--- src/ps2KbPkg.sv ---
/*
 Shared constants and bundles for the PS/2 keyboard receiver.
 Every design module imports this package, and the testbench
 uses it for register offsets and status bit positions.
 */

package ps2KbPkg;

	// FIFO geometry.
	localparam int FifoDepth = 8;
	localparam int FifoPtrW = 3;

	// System clocks without a PS/2 falling edge before a partial frame is dropped.
	localparam int IdleTimeout = 256;
	localparam int IdleCntW = $clog2(IdleTimeout) + 1;

	// APB register map.
	localparam int ApbAddrW = 12;
	localparam logic [ApbAddrW-1:0] RegData = 12'h000;	// Read pops the FIFO.
	localparam logic [ApbAddrW-1:0] RegStatus = 12'h004;
	localparam logic [ApbAddrW-1:0] RegCtrl = 12'h008;

	// Status register bit positions.
	localparam int StatNotEmpty = 0;
	localparam int StatFull = 1;
	localparam int StatOverflow = 2;	// Sticky, write 1 to clear.
	localparam int StatFrameErr = 3;	// Sticky, write 1 to clear.

	// APB request from the bus master.
	typedef struct packed
	{
		logic sel;
		logic enable;
		logic write;
		logic [ApbAddrW-1:0] addr;
		logic [31:0] wdata;
	} apbReqT;

	// APB response back to the master.
	typedef struct packed
	{
		logic [31:0] rdata;
		logic ready;
		logic slverr;
	} apbRspT;

	/*
	 Result of one received frame. valid pulses for a single cycle,
	 error marks a start, stop or parity failure.
	 */
	typedef struct packed
	{
		logic valid;
		logic error;
		logic [7:0] code;
	} rxFrameT;

endpackage

--- src/ps2FrameRx.sv ---
/*
 PS/2 frame receiver. Synchronizes the keyboard clock and data,
 shifts a bit in on each clock falling edge and checks the 11-bit
 frame. A one-cycle result pulse goes to the FIFO and the registers.
 */

module ps2FrameRx
	import ps2KbPkg::*;
(
	input logic clock,
	input logic rstN_i,
	input logic enable_i,
	input logic ps2Clk_i,
	input logic ps2Data_i,
	output rxFrameT frame_o
);

	logic [2:0] clkSync;	// Two sync stages, then the edge stage.
	logic [1:0] dataSync;
	logic fallEdge;
	logic [10:0] window;
	logic [3:0] bitCnt;
	logic frameDone;
	logic [IdleCntW-1:0] idleCnt;
	logic frameOk;

	assign fallEdge = clkSync[2] & ~clkSync[1];

	// Start low, stop high, data plus parity of odd weight.
	assign frameOk = ~window[0] & window[10] & (^window[9:1]);

	// Lines idle high, so the synchronizers come out of reset high.
	always_ff @(posedge clock)
	begin
		if (!rstN_i)
		begin
			clkSync <= '1;
			dataSync <= '1;
		end
		else
		begin
			clkSync <= {clkSync[1:0], ps2Clk_i};
			dataSync <= {dataSync[0], ps2Data_i};
		end
	end

	// LSB first, so after eleven shifts the start bit sits in bit 0.
	always_ff @(posedge clock)
	begin
		if (fallEdge)
			window <= {dataSync[1], window[10:1]};
	end

	always_ff @(posedge clock)
	begin
		if (!rstN_i || !enable_i)
		begin
			bitCnt <= '0;
			frameDone <= 1'b0;
			idleCnt <= '0;
		end
		else if (fallEdge)
		begin
			idleCnt <= '0;
			if (bitCnt == 4'd10)
			begin
				bitCnt <= '0;
				frameDone <= 1'b1;	// Eleventh bit is in.
			end
			else
			begin
				bitCnt <= bitCnt + 4'd1;
				frameDone <= 1'b0;
			end
		end
		else
		begin
			frameDone <= 1'b0;
			if (bitCnt != 4'd0)
			begin
				// Keyboard went quiet mid-frame, drop what we have.
				if (idleCnt == IdleCntW'(IdleTimeout - 1))
				begin
					bitCnt <= '0;
					idleCnt <= '0;
				end
				else
					idleCnt <= idleCnt + 1'b1;
			end
		end
	end

	always_ff @(posedge clock)
	begin
		if (!rstN_i)
			frame_o <= '0;
		else
		begin
			frame_o.valid <= frameDone & enable_i;
			frame_o.error <= ~frameOk;
			frame_o.code <= window[8:1];
		end
	end

endmodule

--- src/scanFifo.sv ---
/*
 Eight-entry scan code queue between the receiver and the bus.
 Only good frames are written. A good code arriving while full is
 discarded and flagged through dropped_o.
 */

module scanFifo
	import ps2KbPkg::*;
(
	input logic clock,
	input logic rstN_i,
	input rxFrameT frame_i,
	input logic pop_i,
	input logic flush_i,
	output logic [7:0] head_o,
	output logic empty_o,
	output logic full_o,
	output logic dropped_o
);

	logic [7:0] mem [FifoDepth];
	logic [FifoPtrW-1:0] wrPtr;
	logic [FifoPtrW-1:0] rdPtr;
	logic [FifoPtrW:0] count;
	logic push;
	logic doWrite;
	logic doRead;

	assign push = frame_i.valid & ~frame_i.error;
	assign doWrite = push & ~full_o;
	assign doRead = pop_i & ~empty_o;

	assign empty_o = (count == '0);
	assign full_o = (count == (FifoPtrW + 1)'(FifoDepth));
	assign head_o = mem[rdPtr];	// Oldest code.

	always_ff @(posedge clock)
	begin
		if (doWrite)
			mem[wrPtr] <= frame_i.code;
	end

	always_ff @(posedge clock)
	begin
		if (!rstN_i || flush_i)
		begin
			wrPtr <= '0;
			rdPtr <= '0;
			count <= '0;
			dropped_o <= 1'b0;
		end
		else
		begin
			if (doWrite)
				wrPtr <= wrPtr + 1'b1;	// Wraps at the depth.
			if (doRead)
				rdPtr <= rdPtr + 1'b1;

			case ({doWrite, doRead})
				2'b10: count <= count + 1'b1;
				2'b01: count <= count - 1'b1;
				default: count <= count;
			endcase

			dropped_o <= push & full_o;
		end
	end

endmodule

--- src/ps2ApbRegs.sv ---
/*
 APB register block for the keyboard receiver. Offers the data,
 status and control registers, keeps the sticky overflow and frame
 error flags and drives FIFO pop and flush. No wait states.
 */

module ps2ApbRegs
	import ps2KbPkg::*;
(
	input logic clock,
	input logic rstN_i,
	input apbReqT apbReq_i,
	output apbRspT apbRsp_o,
	input rxFrameT frame_i,
	input logic [7:0] head_i,
	input logic empty_i,
	input logic full_i,
	input logic dropped_i,
	output logic pop_o,
	output logic flush_o,
	output logic enable_o
);

	logic access;
	logic rdAcc;
	logic wrAcc;
	logic hitData;
	logic hitStatus;
	logic hitCtrl;
	logic badAddr;
	logic enableQ;
	logic overflow;
	logic frameErr;
	logic [31:0] statusWord;
	logic [31:0] rdWord;

	// Access phase of a two-phase transfer.
	assign access = apbReq_i.sel & apbReq_i.enable;
	assign rdAcc = access & ~apbReq_i.write;
	assign wrAcc = access & apbReq_i.write;

	assign hitData = (apbReq_i.addr == RegData);
	assign hitStatus = (apbReq_i.addr == RegStatus);
	assign hitCtrl = (apbReq_i.addr == RegCtrl);
	assign badAddr = ~(hitData | hitStatus | hitCtrl);

	assign pop_o = rdAcc & hitData & ~empty_i;

	// Only a 1 to 0 transition of the enable bit flushes.
	assign flush_o = wrAcc & hitCtrl & enableQ & ~apbReq_i.wdata[0];
	assign enable_o = enableQ;

	always_comb
	begin
		statusWord = '0;
		statusWord[StatNotEmpty] = ~empty_i;
		statusWord[StatFull] = full_i;
		statusWord[StatOverflow] = overflow;
		statusWord[StatFrameErr] = frameErr;
	end

	always_comb
	begin
		rdWord = '0;
		if (hitData && !empty_i)
			rdWord = {24'd0, head_i};
		else if (hitStatus)
			rdWord = statusWord;
		else if (hitCtrl)
			rdWord = {31'd0, enableQ};
	end

	always_comb
	begin
		apbRsp_o.rdata = rdAcc ? rdWord : '0;
		apbRsp_o.ready = 1'b1;
		// Unknown offsets and writes to the data register are refused.
		apbRsp_o.slverr = access & (badAddr | (apbReq_i.write & hitData));
	end

	always_ff @(posedge clock)
	begin
		if (!rstN_i)
		begin
			enableQ <= 1'b0;
			overflow <= 1'b0;
			frameErr <= 1'b0;
		end
		else
		begin
			if (wrAcc && hitCtrl)
				enableQ <= apbReq_i.wdata[0];

			// A new event wins over a clear in the same cycle.
			if (dropped_i)
				overflow <= 1'b1;
			else if (wrAcc && hitStatus && apbReq_i.wdata[StatOverflow])
				overflow <= 1'b0;

			if (frame_i.valid && frame_i.error)
				frameErr <= 1'b1;
			else if (wrAcc && hitStatus && apbReq_i.wdata[StatFrameErr])
				frameErr <= 1'b0;
		end
	end

endmodule

--- src/ps2KbTop.sv ---
/*
 PS/2 keyboard receiver with an APB register interface.
 Connects the frame receiver, the scan code FIFO and the registers.
 */

module ps2KbTop
	import ps2KbPkg::*;
(
	input logic clock,
	input logic rstN_i,
	input logic ps2Clk_i,
	input logic ps2Data_i,
	input apbReqT apbReq_i,
	output apbRspT apbRsp_o
);

	rxFrameT frame;
	logic [7:0] head;
	logic empty;
	logic full;
	logic dropped;
	logic pop;
	logic flush;
	logic enable;

	ps2FrameRx frameRx
	(
		.clock(clock),
		.rstN_i(rstN_i),
		.enable_i(enable),
		.ps2Clk_i(ps2Clk_i),
		.ps2Data_i(ps2Data_i),
		.frame_o(frame)
	);

	scanFifo fifo
	(
		.clock(clock),
		.rstN_i(rstN_i),
		.frame_i(frame),
		.pop_i(pop),
		.flush_i(flush),
		.head_o(head),
		.empty_o(empty),
		.full_o(full),
		.dropped_o(dropped)
	);

	ps2ApbRegs regs
	(
		.clock(clock),
		.rstN_i(rstN_i),
		.apbReq_i(apbReq_i),
		.apbRsp_o(apbRsp_o),
		.frame_i(frame),
		.head_i(head),
		.empty_i(empty),
		.full_i(full),
		.dropped_i(dropped),
		.pop_o(pop),
		.flush_o(flush),
		.enable_o(enable)
	);

endmodule

--- config.mk ---
export PLATFORM = sky130hd
export DESIGN_NAME = ps2KbTop
export DESIGN_NICKNAME = d
export VERILOG_FILES = /design/src/ps2KbPkg.sv /design/src/ps2FrameRx.sv /design/src/scanFifo.sv /design/src/ps2ApbRegs.sv /design/src/ps2KbTop.sv
export SDC_FILE = /design/constraint.sdc
export NUM_CORES = 1
export LEC_CHECK = 0
export BUFFER_PORTS_ARGS = -buffer_cell sky130_fd_sc_hd__buf_4
export CORE_MARGIN = 3
export CORE_UTILIZATION = 45
export CTS_CLUSTER_DIAMETER = 200
export CTS_CLUSTER_SIZE = 20
export DETAILED_ROUTE_END_ITERATION = 6
export PLACE_DENSITY = 0.66
export SYNTH_ARGS = -nofsm -noshare
export SYNTH_HDL_FRONTEND = slang
export SYNTH_SLANG_ARGS = --single-unit
--- constraint.sdc ---
create_clock -name clock -period 3.85 [get_ports clock]
set_input_delay 0.1925 -clock clock [delete_from_list [all_inputs] [get_ports clock]]
set_output_delay 0.1925 -clock clock [all_outputs]
set_load 0.03 [all_outputs]
* Word level (Yosys, flattened, before mapping)
Memories as Yosys holds them, arrays and structs flattened. A register that Yosys moved wholly into a read port is not among the register bits.
Index checks and enable logic that the tools add are counted.
Widths: inputs -> output; s select.
** Storage, ports and cells
- Register bits :: 54
- Bits in writable memories :: 64
- Input bits :: 51
- Memories kept :: 1
** Memory list
- fifo.mem :: words 8, bits a word 8, read ports 1, clocked after memory_dff 1, write ports 1, RTL line scanFifo.sv:21 : logic [7:0] mem [FifoDepth];
** Operators by class
- Add/sub/neg operators :: 6
- Equal/unequal tests :: 7
- Muxes and demuxes :: 19
- Bitwise gates (word level) :: 31
- Reduce and logical (&&, ||, !) cells :: 23
** Operators by type and width (number)
- $mux 32 :: 3
- $and 1x1->1 :: 18
- $mux 4 :: 4
- $eq 12x3->1 const B :: 1
- $eq 12x4->1 const B :: 1
- $logic_not 12->1 :: 1
- $not 1->1 :: 10
- $reduce_bool 2->1 :: 5
- $add 9x1->9 const B :: 1
- $eq 9x8->1 const B :: 1
- $mux 9 :: 1
- $reduce_xor 9->1 :: 1
- $add 4x1->4 const B :: 2
- $eq 4x4->1 const B :: 2
- $mux 1 :: 8
- $pmux 4 s2 :: 1
- $add 3x1->3 const B :: 2
- $logic_and 1x1->1 :: 6
- $mux 3 :: 2
- $logic_not 4->1 :: 1
- $reduce_bool 4->1 :: 1
- $reduce_or 2->1 :: 2
- $sub 4x1->4 const B :: 1
- $logic_not 1->1 :: 3
- 5 further kinds :: 8

* Logic depth before layout (Yosys ltp)
Gate-level depths: netlist (run 1).
- Depth after elaboration :: 7
- Depth in mapped cells :: 12

* Hierarchy
A second synthesis (run 1) with hierarchy kept.
** Second synthesis, totals
- Cell total of the unflattened synthesis :: 382
- Area total of the unflattened synthesis :: 5310.1 um^2
** Modules (own cells, without submodules)
- scanFifo :: times used 1, cells each 171, area an instance 3190.6 um^2, seq. area each 2202.1 um^2
- ps2FrameRx :: times used 1, cells each 132, area an instance 1536.5 um^2, seq. area each 910.9 um^2
- ps2ApbRegs :: times used 1, cells each 79, area an instance 583.1 um^2, seq. area each 60.1 um^2

* Worst setup path before layout (run 1)
OpenSTA, ideal clock, no wires.
- Kind :: reg-to-reg
- From :: reg fifo.count[1]
- To :: reg fifo.count[2]
- Setup time :: 0.070 ns
- Arrival time :: 2.320 ns
- Setup slack :: 1.461 ns
- Cell stages (with the launch flop) :: 13
- Clock period less this slack :: 2.389 ns
- Cells stage by stage :: dfxtp_1 buf_4 nor4_2 nor4b_4 nand3_2 inv_1 ha_1 xor2_1 ha_1 a21oi_1 xor2_1 or3_1 a21oi_1
** Between the ends
- Cells in the longest elaborated chain, start to end :: 6
- Elaborated cells on any way between the ends :: 13
** Ends and longest elaborated chain
- start, declared :: RTL line scanFifo.sv:24 : logic [FifoPtrW:0] count;
- start signal, assigned :: RTL line scanFifo.sv:60 : 2'b10: count <= count + 1'b1;
- start signal, assigned :: RTL line scanFifo.sv:61 : 2'b01: count <= count - 1'b1;
- start signal, assigned :: RTL line scanFifo.sv:62 : default: count <= count;
- $logic_not 4->1 (*) :: RTL line scanFifo.sv:33 : assign empty_o = (count == '0);
- $not 1->1 (*) :: RTL line scanFifo.sv:31, ps2ApbRegs.sv:47
- $and 1x1->1 :: RTL line ps2ApbRegs.sv:47 : assign pop_o = rdAcc & hitData & ~empty_i;
- $and 1x1->1 (*) :: RTL line scanFifo.sv:31 : assign doRead = pop_i & ~empty_o;
- named net fifo.doRead :: RTL line scanFifo.sv:27 : logic doRead;
- $eq 2x1->1 or $eq 2x2->1 (tied branches) :: RTL line scanFifo.sv:59 : case ({doWrite, doRead})
- $pmux 4 s2 or $reduce_bool 2->1 (tied branches)
The timed path passes the listed nets; every way through them passes the cells marked *.
A chain may end at the register's enable or synchronous reset.

* Final worst setup path (run 1)
- From :: reg fifo.count[1]
- To :: reg fifo.count[2]
** Between the ends
- Cells in the longest elaborated chain, start to end :: 6
- Elaborated cells on any way between the ends :: 13
** Ends and longest elaborated chain (RTL line)
- $logic_not 4->1 :: scanFifo.sv:33
- $not 1->1 :: scanFifo.sv:31, ps2ApbRegs.sv:47
- $and 1x1->1 :: ps2ApbRegs.sv:47
- $and 1x1->1 :: scanFifo.sv:31
- $eq 2x1->1 or $eq 2x2->1 (tied branches) :: scanFifo.sv:59
- $pmux 4 s2 or $reduce_bool 2->1 (tied branches)
Parallel ways exist; a longest one is shown, timed or not.

==> results.py, run 1 <==
metrics = {
    "outcome": {
        "status": "finished clean",
    },
    "timing": {
        "min_period_ps": 2830,
        "setup_tns_ps": 0,
        "relSlewSlack_pct": 23.4,
        "setup_violations": 0,
        "rsz0062_at_grt": "no",
        "maxSlewViolCount": 0,
        "clock_skew_ps": 10.7,
        "hold_slack_ps": 64.1,
        "fin_crit_sh_pct": 73.5,
        "worst_slew_pin_slew_ps": 1140,
        "final_hold_viol_count": 0,
        "fmax_ghz": 0.353,
    },
    "die": {
        "start_util_pct": 46.4,
        "dieArea_sq_um": 12600,
        "die_w_um": 112,
        "core_area_sq_um": 10900,
        "die_h_um": 112,
        "ioPinCount": 85,
        "row_count": 38,
    },
    "route": {
        "drt-total-wl_um": 8750,
        "drtPass1Iterations": 4,
        "wire_per_inst_um": 15.4,
        "dr.first_iter.drc_count": 163,
        "route.detailed.drc": 0,
        "via_count": 2826,
        "ant_nets": 0,
        "viasPerCell": 4.98,
    },
    "yosys": {
        "netlist_area_sq_um": 5080,
        "synth_warnings": 0,
        "synth_edf_count": 75,
        "ys.flop_type": "edfxtp_1",
        "synth_cell_types": 47,
        "avgSynthCellArea_sq_um": 13.5,
        "synth_seq_area_share_pct": 62.5,
        "syn_inst": 375,
        "ys_seq_elements": 121,
        "async_reset_ff_share_pct": 0,
    },
    "layout": {
        "nNetsFinal": 475,
        "drive_gt1_share_pct": 19.2,
        "final_common_cell": "edfxtp_1",
        "synthToLayoutAreaGrowth_pct": 15.6,
        "final_cell_mix": "75 x edfxtp_1, 46 x dfxtp_1, 39 x nor2_1, 30 x buf_4, 25 x conb_1",
        "n_antenna_cell": 0,
    },
    "clocking": {
        "cts_buffer_depth": 2,
        "numCtsBuffers": 17,
        "post-cts-setup-buffer-count": 0,
        "cts.sink_count": 121,
        "htreeDepth": 4,
        "cts_tree": "done",
        "clk-insertion-delay-late_ps": 410,
        "path_clk_slew_ps": 50,
        "post_cts_resized": 0,
        "clock-root-buffer": "clkbuf_16",
    },
    "power": {
        "power_mw": 2.85,
        "powerDensity_nw_per_um2": 485,
        "power.leakage_nw": 2.05,
        "ir_drop_v": 0.000301,
    },
    "placed_design": {
        "gp_congestion": 0.771,
        "portBuffers": 30,
        "dp_hpwl_um": 5780,
    },
    "global_routing": {
        "grtUsageTotal_pct": 14.7,
        "grt_pass1_vias": 2805,
        "grt_antenna_before_repair": 0,
        "grt_pass1_wl_um": 14100,
        "grt_max_degree": 24,
        "grt-ovfl-total": 0,
    },
    "setup_path": {
        "path_class": "flop to flop",
        "arrival_ps": 3160,
        "cp-startpoint": "fifo.count[1]",
        "worstReg2RegStart": "fifo.count[1]",
        "cp_max_fo": 8,
        "worstSetupEndpointType": "flop",
        "crit_required_ps": 4180,
        "startpoint_type": "flop",
    },
    "min_path": {
        "worstHoldPathType": "input pin to flop",
        "hold_start": "apbReq_i[0]",
    },
    "flow_run": {
        "drv_cap": 0,
    },
}
## metal layers
metal	track usage [%]	vias to the layer above	wire length, um
li1	-	1404	-
met1	17.7	1382	3750
met2	24.2	38	4690
met3	4.74	2	272
met4	6.73	0	36
met5	0	-	0
## through the flow
stage               instance area (sq um)  setup slack [ps]  utilization [%]  std cells
global route                         5870               656             53.7        568
global placement                     5330              1130             48.8        534
detailed placement                   5330              1040             48.8        534
finish                               5870              1020             53.7        568
CTS                                  5870               948             53.7        568
floorplan                            5160              1460                -        398
## timing repair
item / in CTS / in global routing
endpoints found under the hold margin: 2 / 0
hold buffers: 2 / 0
setup endpoints to repair: 0 / 0
## path summary, 6_finish.rpt
path	end	slack, ps	depth (start not counted)
worst max-delay path	fifo.count[2]	1020	10
worst min-delay path	regs.enable_o	60	3
worst max register to register	fifo.count[2]	1020	10
worst min register to register	frameRx.dataSync[1]	400	1
## synthesized netlist by cell type (all sizes together) (4+ instances only)
| master | instances | area share, % |
|---|---|---|
| a21oi | 10 | 0.99 |
| a22oi | 4 | 0.59 |
| a31oi | 5 | 0.62 |
| and2 | 9 | 1.1 |
| buf | 31 | 4.6 |
| dfxtp | 46 | 18 |
| edfxtp | 75 | 44 |
| ha | 9 | 2.2 |
| inv | 7 | 0.52 |
| mux2i | 8 | 1.6 |
| mux4 | 16 | 7.1 |
| nand2 | 22 | 1.6 |
| nand2b | 10 | 1.2 |
| nand3 | 7 | 0.79 |
| nand4 | 4 | 0.49 |
| nor2 | 39 | 2.9 |
| nor3 | 9 | 0.89 |
| nor3b | 4 | 0.69 |
| nor4 | 4 | 0.62 |
| o21ai | 6 | 0.59 |
| xnor2 | 11 | 1.9 |
| xor2 | 9 | 1.6 |
## power by group
| part | total [mW] | switching [mW] | internal, mW | leakage, nW |
|---|---|---|---|---|
| clock network | 1.37 | 0.505 | 0.867 | 0.251 |
| registers | 1.39 | 0.00934 | 1.38 | 1.06 |
| logic | 0.0821 | 0.0549 | 0.0272 | 0.740 |
## worst max-delay path, cell delays in order, from the launching register on
cell     delay (ps)
dfxtp_1         380
nor4b_1         750
nor2_1          230
inv_1           160
ha_1            260
xor2_1          170
ha_1            160
a21oi_1          50
xor2_1          160
or3_1           300
a21oi_1         140
## flip-flops by register name, indices dropped and copies added (netlist names), named ones only
signal,cells
frameRx.dataSync,2
frameRx.window,11
frameRx.frameDone,1
fifo.rdPtr,3
regs.frameErr,1
frameRx.clkSync,3
fifo.dropped_o,1
frameRx.frame_o,10
frameRx.bitCnt,4
fifo.mem,64
regs.overflow,1
fifo.wrPtr,3
regs.enable_o,1
fifo.count,4
frameRx.idleCnt,9
## cell type report
class | instances | area (sq um)
clock inverters | 12 | 83.8
clock buffers | 20 | 437
flip-flops and latches | 121 | 3170
inverters | 7 | 26.3
fillers | 906 | 5060
repair buffers | 32 | 245
well taps | 140 | 175
multi-input cells | 236 | 1730
## kinds of logic after synthesis
kind of cell	Yosys count	share of synthesized area, %
buffers and inverters	41	5.32
adder cells (fa/ha/maj)	9	2.22
XOR/XNOR	20	3.45
AO/OA/AOI/OAI	32	4.04
multiplexers	27	9.34
flip-flops	121	62.5
other	2	0.148
AND/OR/NAND/NOR	123	13.0
No activity file was read; power rests on OpenSTA's default activity.
==> inputs of run 2 (changes only) <==
- clock period: 3.85 -> 2.64 ns (I/O delays scaled with it)
==> results.py, run 2 (same netlist as run 1, synthesis figures left out) <==
metrics = {
    "outcome": {
        "status": "finished clean",
    },
    "layout": {
        "largest_register": "fifo.mem",
        "n_antenna_cell": 0,
        "drive_gt1_share_pct": 24.9,
        "layout.cells.non_filler": 590,
        "final_common_cell": "edfxtp_1",
        "final_util_pct": 56.2,
        "stdcell_area_sq_um": 6150,
        "largest_reg_flops": 64,
        "top_regs": "fifo.mem (64), frameRx.window (11), frameRx.frame_o (10)",
        "final_cell_mix": "75 x edfxtp_1, 51 x buf_4, 42 x dfxtp_1, 39 x nor2_1, 25 x conb_1",
        "nNetsFinal": 497,
        "n_fill_cell": 895,
        "synthToLayoutAreaGrowth_pct": 21.0,
    },
    "timing": {
        "setup_ws_ps": 263,
        "fmax_ghz": 0.421,
        "final_hold_viol_count": 0,
        "clock_skew_ps": 5.71,
        "hold_slack_ps": 20.2,
        "maxSlewViolCount": 0,
        "fin_crit_sh_pct": 90.0,
        "setup_violations": 0,
        "min_period_ps": 2380,
        "setup_tns_ps": 0,
    },
    "route": {
        "dr.first_iter.drc_count": 161,
        "drt-total-wl_um": 8740,
        "via_count": 2938,
        "drtPass1Iterations": 4,
        "wire_per_inst_um": 14.8,
        "route.detailed.drc": 0,
        "ant_nets": 0,
        "viasPerCell": 4.98,
    },
    "die": {
        "die_h_um": 112,
        "die_w_um": 112,
        "ioPinCount": 85,
        "start_util_pct": 46.4,
        "dieArea_sq_um": 12600,
        "core_area_sq_um": 10900,
        "row_count": 38,
    },
    "clocking": {
        "cts_tree": "done",
        "cts_buffer_depth": 2,
        "cts.sink_count": 121,
        "clk-insertion-delay-late_ps": 400,
        "numCtsBuffers": 17,
        "htreeDepth": 4,
        "path_clk_slew_ps": 50,
        "clock-root-buffer": "clkbuf_16",
    },
    "placed_design": {
        "dp_hpwl_um": 6040,
        "gp_congestion": 0.795,
        "placed_cell_area_sq_um": 5470,
        "portBuffers": 30,
        "placedCellCount": 554,
        "dp_slack_ps": 120,
    },
    "global_routing": {
        "grt_pass1_vias": 2951,
        "grt-ovfl-total": 0,
        "grt_antenna_before_repair": 0,
        "grtUsageTotal_pct": 15.0,
        "grt_max_degree": 24,
        "grt_pass1_wl_um": 14700,
    },
    "setup_path": {
        "crit_required_ps": 2970,
        "startpoint_type": "flop",
        "path_class": "flop to flop",
        "cp_max_fo": 8,
        "worstSetupEndpointType": "flop",
        "arrival_ps": 2710,
    },
    "min_path": {
        "worstHoldPathType": "input pin to flop",
    },
    "power": {
        "power.leakage_nw": 2.21,
        "powerDensity_nw_per_um2": 739,
        "ir_drop_v": 0.000371,
        "power_mw": 4.54,
    },
    "flow_run": {
        "drv_cap": 0,
    },
}
## run 2: changes by cell type in the layout (fill, tap and decap cells not counted), sizes merged
cell / previous run / this run
bufinv: 1 / 4
buf: 30 / 51
inv: 7 / 10
clkinv: 9 / 6
dlygate4sd3: 2 / 3
clkbuf: 20 / 17
## run 2: area by class of cell
type,instances,area [sq um],area share [%]
Clock buffer,17,425,6.92
Clock inverter,15,198,3.22
Tap cell,140,175,2.85
Multi-Input combinational cell,236,1730,28.2
Timing Repair Buffer,54,413,6.72
Sequential cell,121,3180,51.7
Inverter,7,26.3,0.428
## run 2: critical path, cell delays in order, from the launching register on
cell,delay [ps]
dfxtp_2,420
nor4_4,80
nor4b_4,290
nand3_2,100
inv_1,140
ha_1,280
xor2_1,180
ha_1,160
a21oi_1,50
xor2_1,150
or3_1,310
a21oi_1,140
## run 2: report_power, final
group	switching, mW	internal [mW]	total, mW	leakage [nW]
Sequential	0.0137	2.01	2.03	1.06
Clock	0.812	1.58	2.39	0.301
Combinational	0.0812	0.0424	0.124	0.852
## run 2: repair_timing
item                                   4_1_cts  5_1_grt
setup endpoints to repair                    0        2
buffers inserted                             0        1
endpoints found under the hold margin        3        0
hold buffers                                 3        0
gates resized for setup                      0        5
## run 2: metal layers
| layer | GRT usage (%) | part of all wire (%) |
|---|---|---|
| met1 | 19.5 | 46 |
| met2 | 23.9 | 50 |
| met3 | 4.37 | 2.9 |
| met4 | 6.01 | 1.0 |
| met5 | 0 | 0 |
## run 2: worst paths after layout
path	start	cells past startpoint	endpoint	slack, ps
worst min register to register	frameRx.dataSync[1]	0	frameRx.window[10]	400
worst max register to register	fifo.count[1]	11	fifo.count[2]	260
worst min-delay path	apbReq_i[3]	3	regs.frameErr	20
worst max-delay path	fifo.count[1]	11	fifo.count[2]	260
